--- config.mk ---
export PLATFORM = sky130hd
export DESIGN_NAME = cpu_top
export DESIGN_NICKNAME = d
export VERILOG_FILES = /design/src/verilog/cpu_isa_pkg.sv /design/src/verilog/cpu_bus_pkg.sv /design/src/verilog/opcode_decoder.sv /design/src/verilog/alu.sv /design/src/verilog/register_file.sv /design/src/verilog/sequencer.sv /design/src/verilog/cpu_top.sv
export SDC_FILE = /design/constraint.sdc
export NUM_CORES = 1
export LEC_CHECK = 0
export ABC_AREA = 1
export BUFFER_PORTS_ARGS = -buffer_cell sky130_fd_sc_hd__buf_2
export CAP_MARGIN = 30
export CELL_PAD_IN_SITES_DETAIL_PLACEMENT = 1
export CELL_PAD_IN_SITES_GLOBAL_PLACEMENT = 1
export CORE_MARGIN = 5
export CORE_UTILIZATION = 35
export DETAILED_ROUTE_END_ITERATION = 12
export PLACE_DENSITY_LB_ADDON = 0.1
export SYNTH_ARGS = -nofsm -noshare
export SYNTH_HDL_FRONTEND = slang
export SYNTH_SLANG_ARGS = --single-unit
--- constraint.sdc ---
create_clock -name cpu_clk_i -period 3.26 [get_ports cpu_clk_i]
set_input_delay 0.489 -clock cpu_clk_i [delete_from_list [all_inputs] [get_ports cpu_clk_i]]
set_output_delay 0.489 -clock cpu_clk_i [all_outputs]
set_load 0.01 [all_outputs]
--- src/verilog/cpu_isa_pkg.sv ---
// instruction set encodings, imported by the decoder, ALU, register file and sequencer
package cpu_isa_pkg;

	// kept 6809 opcodes, page 0 only
	typedef enum logic [7:0] {
		NOP  = 8'h12,
		BRA  = 8'h20,
		BNE  = 8'h26,
		BEQ  = 8'h27,
		SUBA = 8'h80,
		ANDA = 8'h84,
		LDA  = 8'h86,
		EORA = 8'h88,
		ORA  = 8'h8A,
		ADDA = 8'h8B,
		STA  = 8'h97,
		LDB  = 8'hC6,
		ADDB = 8'hCB,
		STB  = 8'hD7
	} opcode_e;

	typedef enum logic [1:0] {
		INHERENT,
		IMMEDIATE,
		DIRECT,     // operand byte is a page-zero address
		REL8        // operand byte is a signed pc offset
	} addr_mode_e;

	typedef enum logic [2:0] {
		ALU_LD,
		ALU_ADD,
		ALU_SUB,
		ALU_AND,
		ALU_OR,
		ALU_EOR
	} alu_op_e;

	typedef enum logic {
		ACC_A,
		ACC_B
	} acc_sel_e;

	typedef enum logic [1:0] {
		BR_NONE,
		BR_ALWAYS,
		BR_EQ,
		BR_NE
	} branch_e;

	// bit positions in the nzvc condition code
	localparam int FLAG_C = 0;
	localparam int FLAG_V = 1;
	localparam int FLAG_Z = 2;
	localparam int FLAG_N = 3;

	localparam logic [15:0] RESET_VECTOR = 16'hFFFE;  // high byte, low byte follows

endpackage

--- src/verilog/cpu_bus_pkg.sv ---
// memory bus widths and transfer kinds, imported by the core and its units
package cpu_bus_pkg;

	localparam int ADDR_W = 16;
	localparam int DATA_W = 8;

	typedef logic [ADDR_W-1:0] addr_t;
	typedef logic [DATA_W-1:0] data_t;

	// what a read returns, so the sequencer knows where to put it
	typedef enum logic [1:0] {
		BUS_FETCH,
		BUS_OPERAND,
		BUS_VECTOR,
		BUS_STORE
	} bus_kind_e;

endpackage

--- src/verilog/opcode_decoder.sv ---
// combinational decode of the latched opcode into controls for the sequencer and datapath
module opcode_decoder (
	input  cpu_bus_pkg::data_t      opcode_i,
	output cpu_isa_pkg::addr_mode_e mode_o,
	output cpu_isa_pkg::alu_op_e    alu_op_o,
	output cpu_isa_pkg::acc_sel_e   acc_sel_o,
	output logic                    reg_write_o,
	output logic                    store_o,
	output cpu_isa_pkg::branch_e    branch_o
);
	import cpu_isa_pkg::*;

	always_comb
	begin
		mode_o      = INHERENT;
		alu_op_o    = ALU_LD;
		acc_sel_o   = acc_sel_e'(opcode_i[6]);  // b side ops sit in the upper half
		reg_write_o = 1'b0;
		store_o     = 1'b0;
		branch_o    = BR_NONE;
		case (opcode_i)
			LDA, LDB, ADDA, ADDB, SUBA, ANDA, ORA, EORA:
			begin
				mode_o      = IMMEDIATE;
				reg_write_o = 1'b1;
				case (opcode_i)
					ADDA, ADDB: alu_op_o = ALU_ADD;
					SUBA:       alu_op_o = ALU_SUB;
					ANDA:       alu_op_o = ALU_AND;
					ORA:        alu_op_o = ALU_OR;
					EORA:       alu_op_o = ALU_EOR;
					default:    alu_op_o = ALU_LD;
				endcase
			end
			STA, STB:
			begin
				mode_o  = DIRECT;
				store_o = 1'b1;
			end
			BRA:
			begin
				mode_o   = REL8;
				branch_o = BR_ALWAYS;
			end
			BEQ:
			begin
				mode_o   = REL8;
				branch_o = BR_EQ;
			end
			BNE:
			begin
				mode_o   = REL8;
				branch_o = BR_NE;
			end
			default: ;  // nop and anything unknown
		endcase
	end

endmodule

--- src/verilog/alu.sv ---
// 8-bit accumulator ALU with nzvc flag generation, used once inside the core
module alu (
	input  cpu_isa_pkg::alu_op_e op_i,
	input  cpu_bus_pkg::data_t   a_i,
	input  cpu_bus_pkg::data_t   b_i,
	input  logic [3:0]           cc_i,
	output cpu_bus_pkg::data_t   result_o,
	output logic [3:0]           cc_o
);
	import cpu_isa_pkg::*;
	import cpu_bus_pkg::*;

	localparam int MSB = DATA_W - 1;

	logic [DATA_W:0] wide;  // extra bit holds carry or borrow

	always_comb
	begin
		wide = '0;
		cc_o = cc_i;
		cc_o[FLAG_V] = 1'b0;  // logic ops clear v, keep c
		case (op_i)
			ALU_ADD:
			begin
				wide = {1'b0, a_i} + {1'b0, b_i};
				result_o = wide[MSB:0];
				cc_o[FLAG_C] = wide[DATA_W];
				cc_o[FLAG_V] = (a_i[MSB] == b_i[MSB]) && (result_o[MSB] != a_i[MSB]);
			end
			ALU_SUB:
			begin
				wide = {1'b0, a_i} - {1'b0, b_i};
				result_o = wide[MSB:0];
				cc_o[FLAG_C] = wide[DATA_W];  // borrow
				cc_o[FLAG_V] = (a_i[MSB] != b_i[MSB]) && (result_o[MSB] != a_i[MSB]);
			end
			ALU_AND: result_o = a_i & b_i;
			ALU_OR:  result_o = a_i | b_i;
			ALU_EOR: result_o = a_i ^ b_i;
			default: result_o = b_i;  // load passes the operand
		endcase
		cc_o[FLAG_N] = result_o[MSB];
		cc_o[FLAG_Z] = (result_o == '0);
	end

endmodule

--- src/verilog/register_file.sv ---
// accumulators, program counter and condition codes of the core
module register_file #(
	parameter int ADDR_W = cpu_bus_pkg::ADDR_W
) (
	input  logic                  cpu_clk_i,
	input  logic                  k_reset_i,
	input  cpu_isa_pkg::acc_sel_e acc_sel_i,
	output cpu_bus_pkg::data_t    acc_o,
	input  logic                  reg_wr_i,
	input  cpu_bus_pkg::data_t    result_i,
	input  logic [3:0]            cc_i,
	output logic [3:0]            cc_o,
	input  logic                  pc_inc_i,
	input  logic                  pc_load_i,
	input  logic [ADDR_W-1:0]     pc_next_i,
	output logic [ADDR_W-1:0]     pc_o
);
	import cpu_isa_pkg::*;
	import cpu_bus_pkg::*;

	data_t acc_a;
	data_t acc_b;
	logic [3:0] cc_q;
	logic [ADDR_W-1:0] pc_q;

	always_ff @(posedge cpu_clk_i or posedge k_reset_i)
	begin
		if (k_reset_i)
		begin
			acc_a <= '0;
			acc_b <= '0;
			cc_q  <= '0;
		end
		else if (reg_wr_i)
		begin
			if (acc_sel_i == ACC_B)
				acc_b <= result_i;
			else
				acc_a <= result_i;
			cc_q <= cc_i;  // flags go with the result
		end
	end

	always_ff @(posedge cpu_clk_i or posedge k_reset_i)
	begin
		if (k_reset_i)
			pc_q <= '0;
		else if (pc_load_i)
			pc_q <= pc_next_i;  // branch or vector wins
		else if (pc_inc_i)
			pc_q <= pc_q + 1'b1;
	end

	assign acc_o = (acc_sel_i == ACC_B) ? acc_b : acc_a;
	assign cc_o  = cc_q;
	assign pc_o  = pc_q;

endmodule

--- src/verilog/sequencer.sv ---
// main state machine of the core and its Wishbone classic master, one access at a time
module sequencer #(
	parameter int ADDR_W = cpu_bus_pkg::ADDR_W
) (
	input  logic                    cpu_clk_i,
	input  logic                    k_reset_i,
	output logic                    wb_cyc_o,
	output logic                    wb_stb_o,
	output logic                    wb_we_o,
	output logic [ADDR_W-1:0]       wb_adr_o,
	output cpu_bus_pkg::data_t      wb_dat_o,
	input  cpu_bus_pkg::data_t      wb_dat_i,
	input  logic                    wb_ack_i,
	output cpu_bus_pkg::data_t      opcode_o,
	output cpu_bus_pkg::data_t      operand_o,
	input  cpu_isa_pkg::addr_mode_e mode_i,
	input  cpu_isa_pkg::branch_e    branch_i,
	input  logic                    store_i,
	input  logic                    reg_write_i,
	input  cpu_bus_pkg::data_t      acc_i,
	input  logic [ADDR_W-1:0]       pc_i,
	input  logic [3:0]              cc_i,
	output logic                    pc_inc_o,
	output logic                    pc_load_o,
	output logic [ADDR_W-1:0]       pc_next_o,
	output logic                    reg_wr_o
);
	import cpu_isa_pkg::*;
	import cpu_bus_pkg::*;

	typedef enum logic [2:0] {VEC_HI, VEC_LO, FETCH, OPERAND, EXECUTE, STORE} state_e;

	// vector sits at the top of whatever address space is built
	localparam logic [ADDR_W-1:0] VEC_ADDR = RESET_VECTOR[ADDR_W-1:0];

	state_e state_q;
	bus_kind_e kind_q;
	logic cyc_q;
	logic we_q;
	logic [ADDR_W-1:0] adr_q;
	data_t dat_q;
	data_t opcode_q;
	data_t operand_q;
	data_t vec_hi_q;
	logic done;                 // transfer ends this cycle
	logic issue;                // start a transfer on this edge
	logic [ADDR_W-1:0] issue_adr;
	bus_kind_e issue_kind;
	logic taken;
	addr_t vector;
	logic [ADDR_W-1:0] target;

	assign done   = cyc_q & wb_ack_i;
	assign vector = {vec_hi_q, wb_dat_i};
	assign target = pc_i + {{(ADDR_W-DATA_W){operand_q[DATA_W-1]}}, operand_q};

	always_comb
	begin
		issue      = 1'b0;
		issue_adr  = pc_i;
		issue_kind = BUS_FETCH;
		case (state_q)
			VEC_HI:
			begin
				issue      = !cyc_q;
				issue_adr  = VEC_ADDR;
				issue_kind = BUS_VECTOR;
			end
			VEC_LO:
			begin
				issue      = !cyc_q;
				issue_adr  = VEC_ADDR + 1'b1;
				issue_kind = BUS_VECTOR;
			end
			FETCH: issue = !cyc_q;
			OPERAND:
			begin
				issue      = !cyc_q && (mode_i != INHERENT);
				issue_kind = BUS_OPERAND;
			end
			STORE:
			begin
				issue      = !cyc_q;
				issue_adr  = {{(ADDR_W-DATA_W){1'b0}}, operand_q};  // page zero
				issue_kind = BUS_STORE;
			end
			default: ;
		endcase
	end

	always_comb
	begin
		case (branch_i)
			BR_ALWAYS: taken = 1'b1;
			BR_EQ:     taken = cc_i[FLAG_Z];
			BR_NE:     taken = !cc_i[FLAG_Z];
			default:   taken = 1'b0;
		endcase
	end

	always_ff @(posedge cpu_clk_i or posedge k_reset_i)
	begin
		if (k_reset_i)
		begin
			state_q  <= VEC_HI;
			kind_q   <= BUS_FETCH;
			cyc_q    <= 1'b0;
			we_q     <= 1'b0;
			opcode_q <= NOP;
		end
		else
		begin
			if (issue)
			begin
				cyc_q  <= 1'b1;
				we_q   <= (issue_kind == BUS_STORE);
				kind_q <= issue_kind;
			end
			else if (done)
			begin
				cyc_q <= 1'b0;
				we_q  <= 1'b0;
			end
			if (done && kind_q == BUS_FETCH)
				opcode_q <= wb_dat_i;
			case (state_q)
				VEC_HI:  if (done) state_q <= VEC_LO;
				VEC_LO:  if (done) state_q <= FETCH;
				FETCH:   if (done) state_q <= OPERAND;
				OPERAND: if (done || (!cyc_q && mode_i == INHERENT)) state_q <= EXECUTE;
				EXECUTE: state_q <= store_i ? STORE : FETCH;
				STORE:   if (done) state_q <= FETCH;
				default: state_q <= VEC_HI;
			endcase
		end
	end

	always_ff @(posedge cpu_clk_i)
	begin
		if (issue)
		begin
			adr_q <= issue_adr;
			dat_q <= acc_i;  // only driven out on a store
		end
		if (done)
		begin
			case (kind_q)
				BUS_OPERAND: operand_q <= wb_dat_i;
				BUS_VECTOR:  if (state_q == VEC_HI) vec_hi_q <= wb_dat_i;
				default: ;
			endcase
		end
	end

	assign pc_inc_o  = done && (kind_q == BUS_FETCH || kind_q == BUS_OPERAND);
	assign pc_load_o = (state_q == VEC_LO && done) || (state_q == EXECUTE && taken);
	assign pc_next_o = (state_q == EXECUTE) ? target : vector[ADDR_W-1:0];
	assign reg_wr_o  = (state_q == EXECUTE) && reg_write_i;

	assign wb_cyc_o  = cyc_q;
	assign wb_stb_o  = cyc_q;  // single transfer per cycle
	assign wb_we_o   = we_q;
	assign wb_adr_o  = adr_q;
	assign wb_dat_o  = dat_q;
	assign opcode_o  = opcode_q;
	assign operand_o = operand_q;

endmodule

--- src/verilog/cpu_top.sv ---
// top level of the 6809 subset core, a Wishbone classic master exposing nzvc
module cpu_top #(
	parameter int ADDR_W = cpu_bus_pkg::ADDR_W
) (
	input  logic               cpu_clk_i,
	input  logic               k_reset_i,
	output logic               wb_cyc_o,
	output logic               wb_stb_o,
	output logic               wb_we_o,
	output logic [ADDR_W-1:0]  wb_adr_o,
	output cpu_bus_pkg::data_t wb_dat_o,
	input  cpu_bus_pkg::data_t wb_dat_i,
	input  logic               wb_ack_i,
	output logic [3:0]         cc_o
);
	import cpu_isa_pkg::*;
	import cpu_bus_pkg::*;

	data_t opcode;
	data_t operand;
	addr_mode_e mode;
	alu_op_e alu_op;
	acc_sel_e acc_sel;
	logic reg_write;
	logic store;
	branch_e branch;
	data_t acc;
	data_t alu_result;
	logic [3:0] alu_cc;
	logic [3:0] cc;
	logic [ADDR_W-1:0] pc;
	logic [ADDR_W-1:0] pc_next;
	logic pc_inc;
	logic pc_load;
	logic reg_wr;

	sequencer #(.ADDR_W(ADDR_W)) sequencer_i (
		.cpu_clk_i(cpu_clk_i), .k_reset_i(k_reset_i),
		.wb_cyc_o(wb_cyc_o), .wb_stb_o(wb_stb_o), .wb_we_o(wb_we_o),
		.wb_adr_o(wb_adr_o), .wb_dat_o(wb_dat_o), .wb_dat_i(wb_dat_i), .wb_ack_i(wb_ack_i),
		.opcode_o(opcode), .operand_o(operand),
		.mode_i(mode), .branch_i(branch), .store_i(store), .reg_write_i(reg_write),
		.acc_i(acc), .pc_i(pc), .cc_i(cc),
		.pc_inc_o(pc_inc), .pc_load_o(pc_load), .pc_next_o(pc_next), .reg_wr_o(reg_wr)
	);

	opcode_decoder decoder_i (
		.opcode_i(opcode), .mode_o(mode), .alu_op_o(alu_op), .acc_sel_o(acc_sel),
		.reg_write_o(reg_write), .store_o(store), .branch_o(branch)
	);

	alu alu_i (
		.op_i(alu_op), .a_i(acc), .b_i(operand), .cc_i(cc),
		.result_o(alu_result), .cc_o(alu_cc)
	);

	register_file #(.ADDR_W(ADDR_W)) regs_i (
		.cpu_clk_i(cpu_clk_i), .k_reset_i(k_reset_i),
		.acc_sel_i(acc_sel), .acc_o(acc),
		.reg_wr_i(reg_wr), .result_i(alu_result), .cc_i(alu_cc), .cc_o(cc),
		.pc_inc_i(pc_inc), .pc_load_i(pc_load), .pc_next_i(pc_next), .pc_o(pc)
	);

	assign cc_o = cc;

endmodule

==> out/metrics.cfg, run 1 <==
[clocking]
clk_pin_slew_ns = 0.08
numCtsBuffers = 9
root_buffer = clkbuf_16
clkSinkCount = 91
cts_tree = built
cts_max_level = 3
post_cts_buffers = 0
cts_buffer_depth = 2
clk_latency_ns = 0.36
cts_hold_buf = 0

[sta]
setup_viol = 0
finalSetupTns_ns = 0
finalHoldViolations = 0
slew_headroom = 0.515
tightest_slew_ns = 0.727
min_period_over_period = 0.925
rsz0062_at_grt = false
skew_ns = 0.0120
fmax_mhz = 332
period_needed_ns = 3.02
maxSlewViolCount = 0

[route]
wl_um = 21400
met3_wirelength_um = 921
wl_met1_um = 11200
drc = 0
wl_per_cell_um = 18.8
met2_length_um = 8990
drtPass1Iterations = 5
num_vias = 5959
drt_iter0_drc = 413
post_drt_via_cell_ratio = 5.25
top_layer_used = met4
antenna_left = 0

[synthesis]
ys_types = 49
ys_async_sr_fraction = 0.560
synth_edf_count = 40
synth_flop_cell = dfrtp_1
avgSynthCellArea_um2 = 7.52
synth_seq_cells = 91
yosysSeqAreaShare = 0.385
netlist_instances = 857
syn-cell-area_um2 = 6440
syn-num-nets = 911
yosysWarnings = 0

[finish]
final_area_um2 = 7230
antenna_cells = 0
drive_above_1_share = 0.116
syn2layout_area_growth_pct = 12.3
nets = 956
stdcell_count = 1136
fin_util = 0.401

[global_route]
grt_pass1_wl_um = 34500
grt_usage = 0.202
grt_max_degree = 32
grt_pass1_vias = 6191
overflow = 0
antenna_found_initial = 0

[critical_path]
crit-reg2reg-launch = sequencer_i.opcode_o[6]
cp_max_fo = 20
endpoint_kind = register
worst-endpoint-required_ns = 3.50
arrival_ns = 3.26
crit_path_start_kind = register
worstSetupPathType = register to register
startpoint = sequencer_i.opcode_o[6]

[placement]
place_area_um2 = 6920
placed_cells = 1120
dp_hpwl_um = 16900
globalplace.congestion = 0.961
io_buffers = 41

[floorplanning]
die_x_um = 146
num_rows = 49
core_um2 = 18000
io_pins = 42
die_h_um = 146
die_area_um2 = 21200
start_util = 0.357

[run]
cap_violations = 0

[power]
powerDensity_nw_per_um2 = 936
peakVddDrop_mv = 0.468
p_leak_nw = 3.48

[worst_hold_path]
min_path_type = primary input to async pin

[outcome]
outcome = finished, final reports clean

## path summary, 6_finish.rpt
kind	end	cells after the start	slack, ns
setup / recovery	regs_i.acc_a[6]	9	0.24
hold / removal	regs_i.acc_b[3]	2	0.25
setup reg to reg	regs_i.acc_a[6]	9	0.24
hold reg to reg	regs_i.acc_a[3]	1	0.51
max in group asynchronous	sequencer_i.wb_we_o	3	2.34
min in group cpu_clk_i	sequencer_i.vec_hi_q[6]	1	0.34
## cells in the final DEF, fill, tap and decap left out, drive strengths merged
cell type  count
nand2        194
inv          128
nor2         108
o21ai         73
nand3         70
buf           53
dfrtp         49
a21oi         43
ha            40
edfxtp        40
xor2          15
nand4         12
nor3          11
o22ai         10
clkbuf         9
a31oi          5
o211ai         5
mux2           5
clkinv         5
a22oi          4
o21a           4
or2            4
a21o           3
fa             3
o21bai         2
xnor2          2
dfstp          2
nor4           2
nand2b         1
nand3b         1
o221ai         1
and2           1
mux2i          1
o31ai          1
## worst max-delay path: stages (launching register included)
cell	delay (ns)
dfrtp_2	0.56
o21ai_1	0.42
inv_1	0.19
ha_1	0.33
fa_1	0.46
nand4_1	0.18
nand4_1	0.12
nand3_1	0.12
nand4_1	0.20
mux2_4	0.31
## repair_timing
action,in CTS,in global routing
endpoints found under the setup margin,1,9
gates resized for setup,1,2
pin swaps,0,0
## per-layer routing
| metal | track usage | vias up |
|---|---|---|
| met5 | 0 | - |
| met4 | 0.0485 | 0 |
| met3 | 0.0318 | 18 |
| met2 | 0.299 | 120 |
| met1 | 0.307 | 2907 |
| li1 | - | 2914 |
## where the power goes
group	leakage, nW	internal (mW)	switching [mW]
clock	0.150	0.548	0.543
sequential	1.00	1.73	0.388
combinational	2.33	1.17	2.39
total	3.48	3.45	3.32
## per-stage QoR
step | setup WS (ns) | hold slack, ns | power [mW]
after global placement | -0.00565 | 0.468 | 5.57
final | 0.245 | 0.252 | 6.77
after detailed placement | 0.0260 | 0.499 | 5.67
after floorplan | 0.667 | 0.459 | 4.54
after CTS | 0.137 | 0.278 | 6.81
after global routing | 0.146 | 0.323 | 7.38
## flip-flops by register name, indices dropped and copies added, names as in the netlist, 4 cells and up
name                   flops
regs_i.pc_o               16
sequencer_i.wb_dat_o       8
sequencer_i.wb_adr_o      16
sequencer_i.opcode_o       8
sequencer_i.operand_o      8
regs_i.acc_a               8
regs_i.cc_o                4
regs_i.acc_b               8
sequencer_i.vec_hi_q       8
## cell usage after synthesis, types with 2 or more instances
cell	number	area, um2
a31oi_1	5	31.3
nor2_4	3	33.8
dfstp_2	2	52.6
fa_1	3	60.1
edfxtp_1	40	1200
o21a_1	4	30.0
o21bai_1	2	15.0
buf_6	2	22.5
buf_4	3	22.5
nand2_2	6	37.5
xor2_1	15	131
nor3_1	9	45.0
clkbuf_1	7	26.3
o211ai_1	5	37.5
or2_2	3	18.8
dfrtp_1	49	1230
inv_2	5	18.8
a21oi_1	43	215
a21o_1	3	22.5
mux2_4	4	60.1
ha_1	40	500
nand3_1	67	335
o21ai_0	69	345
nor3_2	2	20.0
nor2_1	104	390
inv_1	120	450
o22ai_1	10	62.6
buf_2	7	35.0
nand2_1	187	702
nand3_2	2	20.0
nor4_1	2	12.5
o21ai_1	2	10.0
nand4_1	12	75.1
a22oi_1	4	30.0
xnor2_1	2	17.5
## cell type report
class / count / area, um2
Timing Repair Buffer: 53 / 295
Fill cell: 2292 / 10800
Clock buffer: 9 / 225
Tap cell: 229 / 287
Sequential cell: 91 / 2480
Multi-Input combinational cell: 621 / 3390
Inverter: 126 / 473
Clock inverter: 7 / 81.3
## cells by family after synthesis
group | after synthesis | synth area share
compound gates | 151 | 0.131
xor+xnor | 17 | 0.0231
fa+ha+maj | 43 | 0.0870
buf+inv | 145 | 0.0899
flops | 91 | 0.385
mux | 6 | 0.0126
simple gates | 404 | 0.272
No activity file was read; power rests on OpenSTA's default activity.
==> run 2, diff against run 1 <==
--- a/config.mk
+++ b/config.mk
@@ -11,7 +11,7 @@
 export CELL_PAD_IN_SITES_DETAIL_PLACEMENT = 1
 export CELL_PAD_IN_SITES_GLOBAL_PLACEMENT = 1
 export CORE_MARGIN = 5
-export CORE_UTILIZATION = 35
+export CORE_UTILIZATION = 46
 export DETAILED_ROUTE_END_ITERATION = 12
 export PLACE_DENSITY_LB_ADDON = 0.1
 export SYNTH_ARGS = -nofsm -noshare
==> run 2 against run 1 <==
Worst hold slack worse by 0.090 ns; cell count decreased by 4.3%; sequential cell count did not move; global-route usage increased by 5.2 points; fmax is 0.92% lower; largest power group unchanged.
==> out/metrics.cfg, run 2 (same netlist as run 1, synthesis figures left out) <==
[power]
p_leak_nw = 3.47  ; about the same
powerDensity_nw_per_um2 = 949  ; +1.4%
peakVddDrop_mv = 0.454  ; -3.0%
internal-power_mw = 3.52  ; +1.8%
comb_power_share = 0.527  ; about the same
p_seq_frac = 0.311  ; -0.002
power.switching_mw = 3.28  ; -1.0%
power_frac_clock = 0.161  ; about the same
switching_share = 0.483  ; -0.00691

[global_route]
grt_max_degree = 27  ; -16%
grt_usage = 0.254  ; +0.0521
overflow = 0  ; unchanged
antenna_found_initial = 0  ; unchanged
grt_pass1_vias = 6132  ; -0.95%
grt_pass1_wl_um = 32700  ; -5.1%

[sta]
skew_ns = 0.00688  ; -0.00513 ns
rsz0062_at_grt = false
setup_viol = 0  ; unchanged
slew_headroom = 0.577  ; +0.0625
tightest_slew_ns = 0.632  ; -0.0951 ns
min_period_over_period = 0.934  ; +0.00863
finalHoldViolations = 0  ; unchanged
finalSetupTns_ns = 0  ; unchanged
fmax_mhz = 329  ; -0.92%
period_needed_ns = 3.04  ; +0.0281 ns
maxSlewViolCount = 0  ; unchanged

[floorplanning]
die_h_um = 128  ; -12%
num_rows = 43  ; -12%
start_util = 0.466  ; +0.109
die_x_um = 128  ; -12%
io_pins = 42  ; unchanged
die_area_um2 = 16500  ; -22%
core_um2 = 13800  ; -23%

[clocking]
cts_hold_buf = 0  ; unchanged
cts_resized = 0  ; -1
cts_tree = built
clk_pin_slew_ns = 0.07  ; about the same
clkSinkCount = 91  ; unchanged
numCtsBuffers = 9  ; unchanged
cts_buffer_depth = 2  ; unchanged
cts_max_level = 3  ; unchanged
root_buffer = clkbuf_16
post_cts_buffers = 0  ; unchanged
clk_latency_ns = 0.35  ; about the same

[route]
wl_um = 20600  ; -3.9%
drtPass1Iterations = 5  ; unchanged
wl_per_cell_um = 18.9  ; +0.45%
drc = 0  ; unchanged
num_vias = 6042  ; +1.4%
post_drt_via_cell_ratio = 5.56  ; +6.0%
antenna_left = 0  ; unchanged
drt_iter0_drc = 478  ; +16%

[finish]
stdcell_count = 1087  ; -4.3%
drive_above_1_share = 0.114  ; -0.00221
antenna_cells = 0  ; unchanged
fin_util = 0.518  ; +0.117
fillers = 1781  ; -22%
syn2layout_area_growth_pct = 11.2
final_area_um2 = 7160  ; -0.95%
final_common_cell = nand2_1
nets = 956  ; unchanged
final_cell_mix = nand2_1, inv_1, nor2_1

[outcome]
outcome = finished, final reports clean

[placement]
dp_hpwl_um = 16100  ; -4.3%
place_area_um2 = 6860  ; -0.89%
globalplace.congestion = 0.960  ; -0.17%
io_buffers = 41  ; unchanged
placed_cells = 1071  ; -4.4%

[critical_path]
worst-endpoint-required_ns = 3.50  ; about the same
cp_max_fo = 20  ; unchanged
crit_path_start_kind = register
endpoint_kind = register
arrival_ns = 3.28  ; +0.02 ns
ff2ff_setup_slack_ns = 0.22  ; -0.03 ns
r2r_cells = 10  ; +1
worstSetupPathType = register to register

[worst_hold_path]
min_path_type = primary input to async pin

[run]
cap_violations = 0  ; unchanged

==> run 2: critical path, stage by stage (launching register included) <==
cell and delay (ns):
dfrtp_1 0.74, nand2_1 0.10, o21ai_1 0.18, inv_1 0.12
ha_1 0.30, fa_1 0.47, a31oi_1 0.26, nand2_1 0.09
nand3_1 0.10, nand3_1 0.22, mux2_4 0.33
==> run 2: power by group through the flow <==
stage | sequential (mW) | clock [mW] | combinational [mW]
floorplan | 2.08 | 0 | 2.45
global placement | 2.11 | 0 | 3.40
detailed placement | 2.13 | 0 | 3.51
CTS | 2.11 | 1.12 | 3.55
global route | 2.17 | 1.16 | 4.00
finish | 2.12 | 1.10 | 3.59
==> run 2: final cells by class <==
type / count / area, um2 / area share
multi-input cells: 621 / 3390 / 0.473
flip-flops and latches: 91 / 2480 / 0.346
inverters: 126 / 473 / 0.0660
repair buffers: 53 / 295 / 0.0412
clock buffers: 9 / 225 / 0.0314
well taps: 180 / 225 / 0.0314
clock inverters: 7 / 75.1 / 0.0105
==> run 2: through the flow <==
step	setup WS, ns	power (mW)	hold slack [ns]
after global routing	0.0344	7.33	0.206
after CTS	0.236	6.78	0.175
after floorplan	0.667	4.54	0.459
after global placement	0.343	5.50	0.462
final	0.217	6.80	0.163
after detailed placement	0.248	5.64	0.485
==> run 2: per-layer routing <==
| metal | wire length, um | GRT usage | up-vias |
|---|---|---|---|
| li1 | - | - | 2903 |
| met5 | 0 | 0 | - |
| met4 | 198 | 0.0587 | 0 |
| met3 | 1090 | 0.0399 | 14 |
| met2 | 8870 | 0.383 | 148 |
| met1 | 10400 | 0.383 | 2977 |
==> run 2: worst paths after layout <==
| path | startpoint | endpoint |
|---|---|---|
| setup / recovery | sequencer_i.opcode_o[6] | regs_i.acc_a[4] |
| hold / removal | k_reset_i | regs_i.acc_a[1] |
| setup reg to reg | sequencer_i.opcode_o[6] | regs_i.acc_a[4] |
| hold reg to reg | regs_i.acc_a[5] | regs_i.acc_a[5] |
| max in group asynchronous | k_reset_i | regs_i.pc_o[14] |
| min in group cpu_clk_i | wb_dat_i[2] | sequencer_i.operand_o[2] |
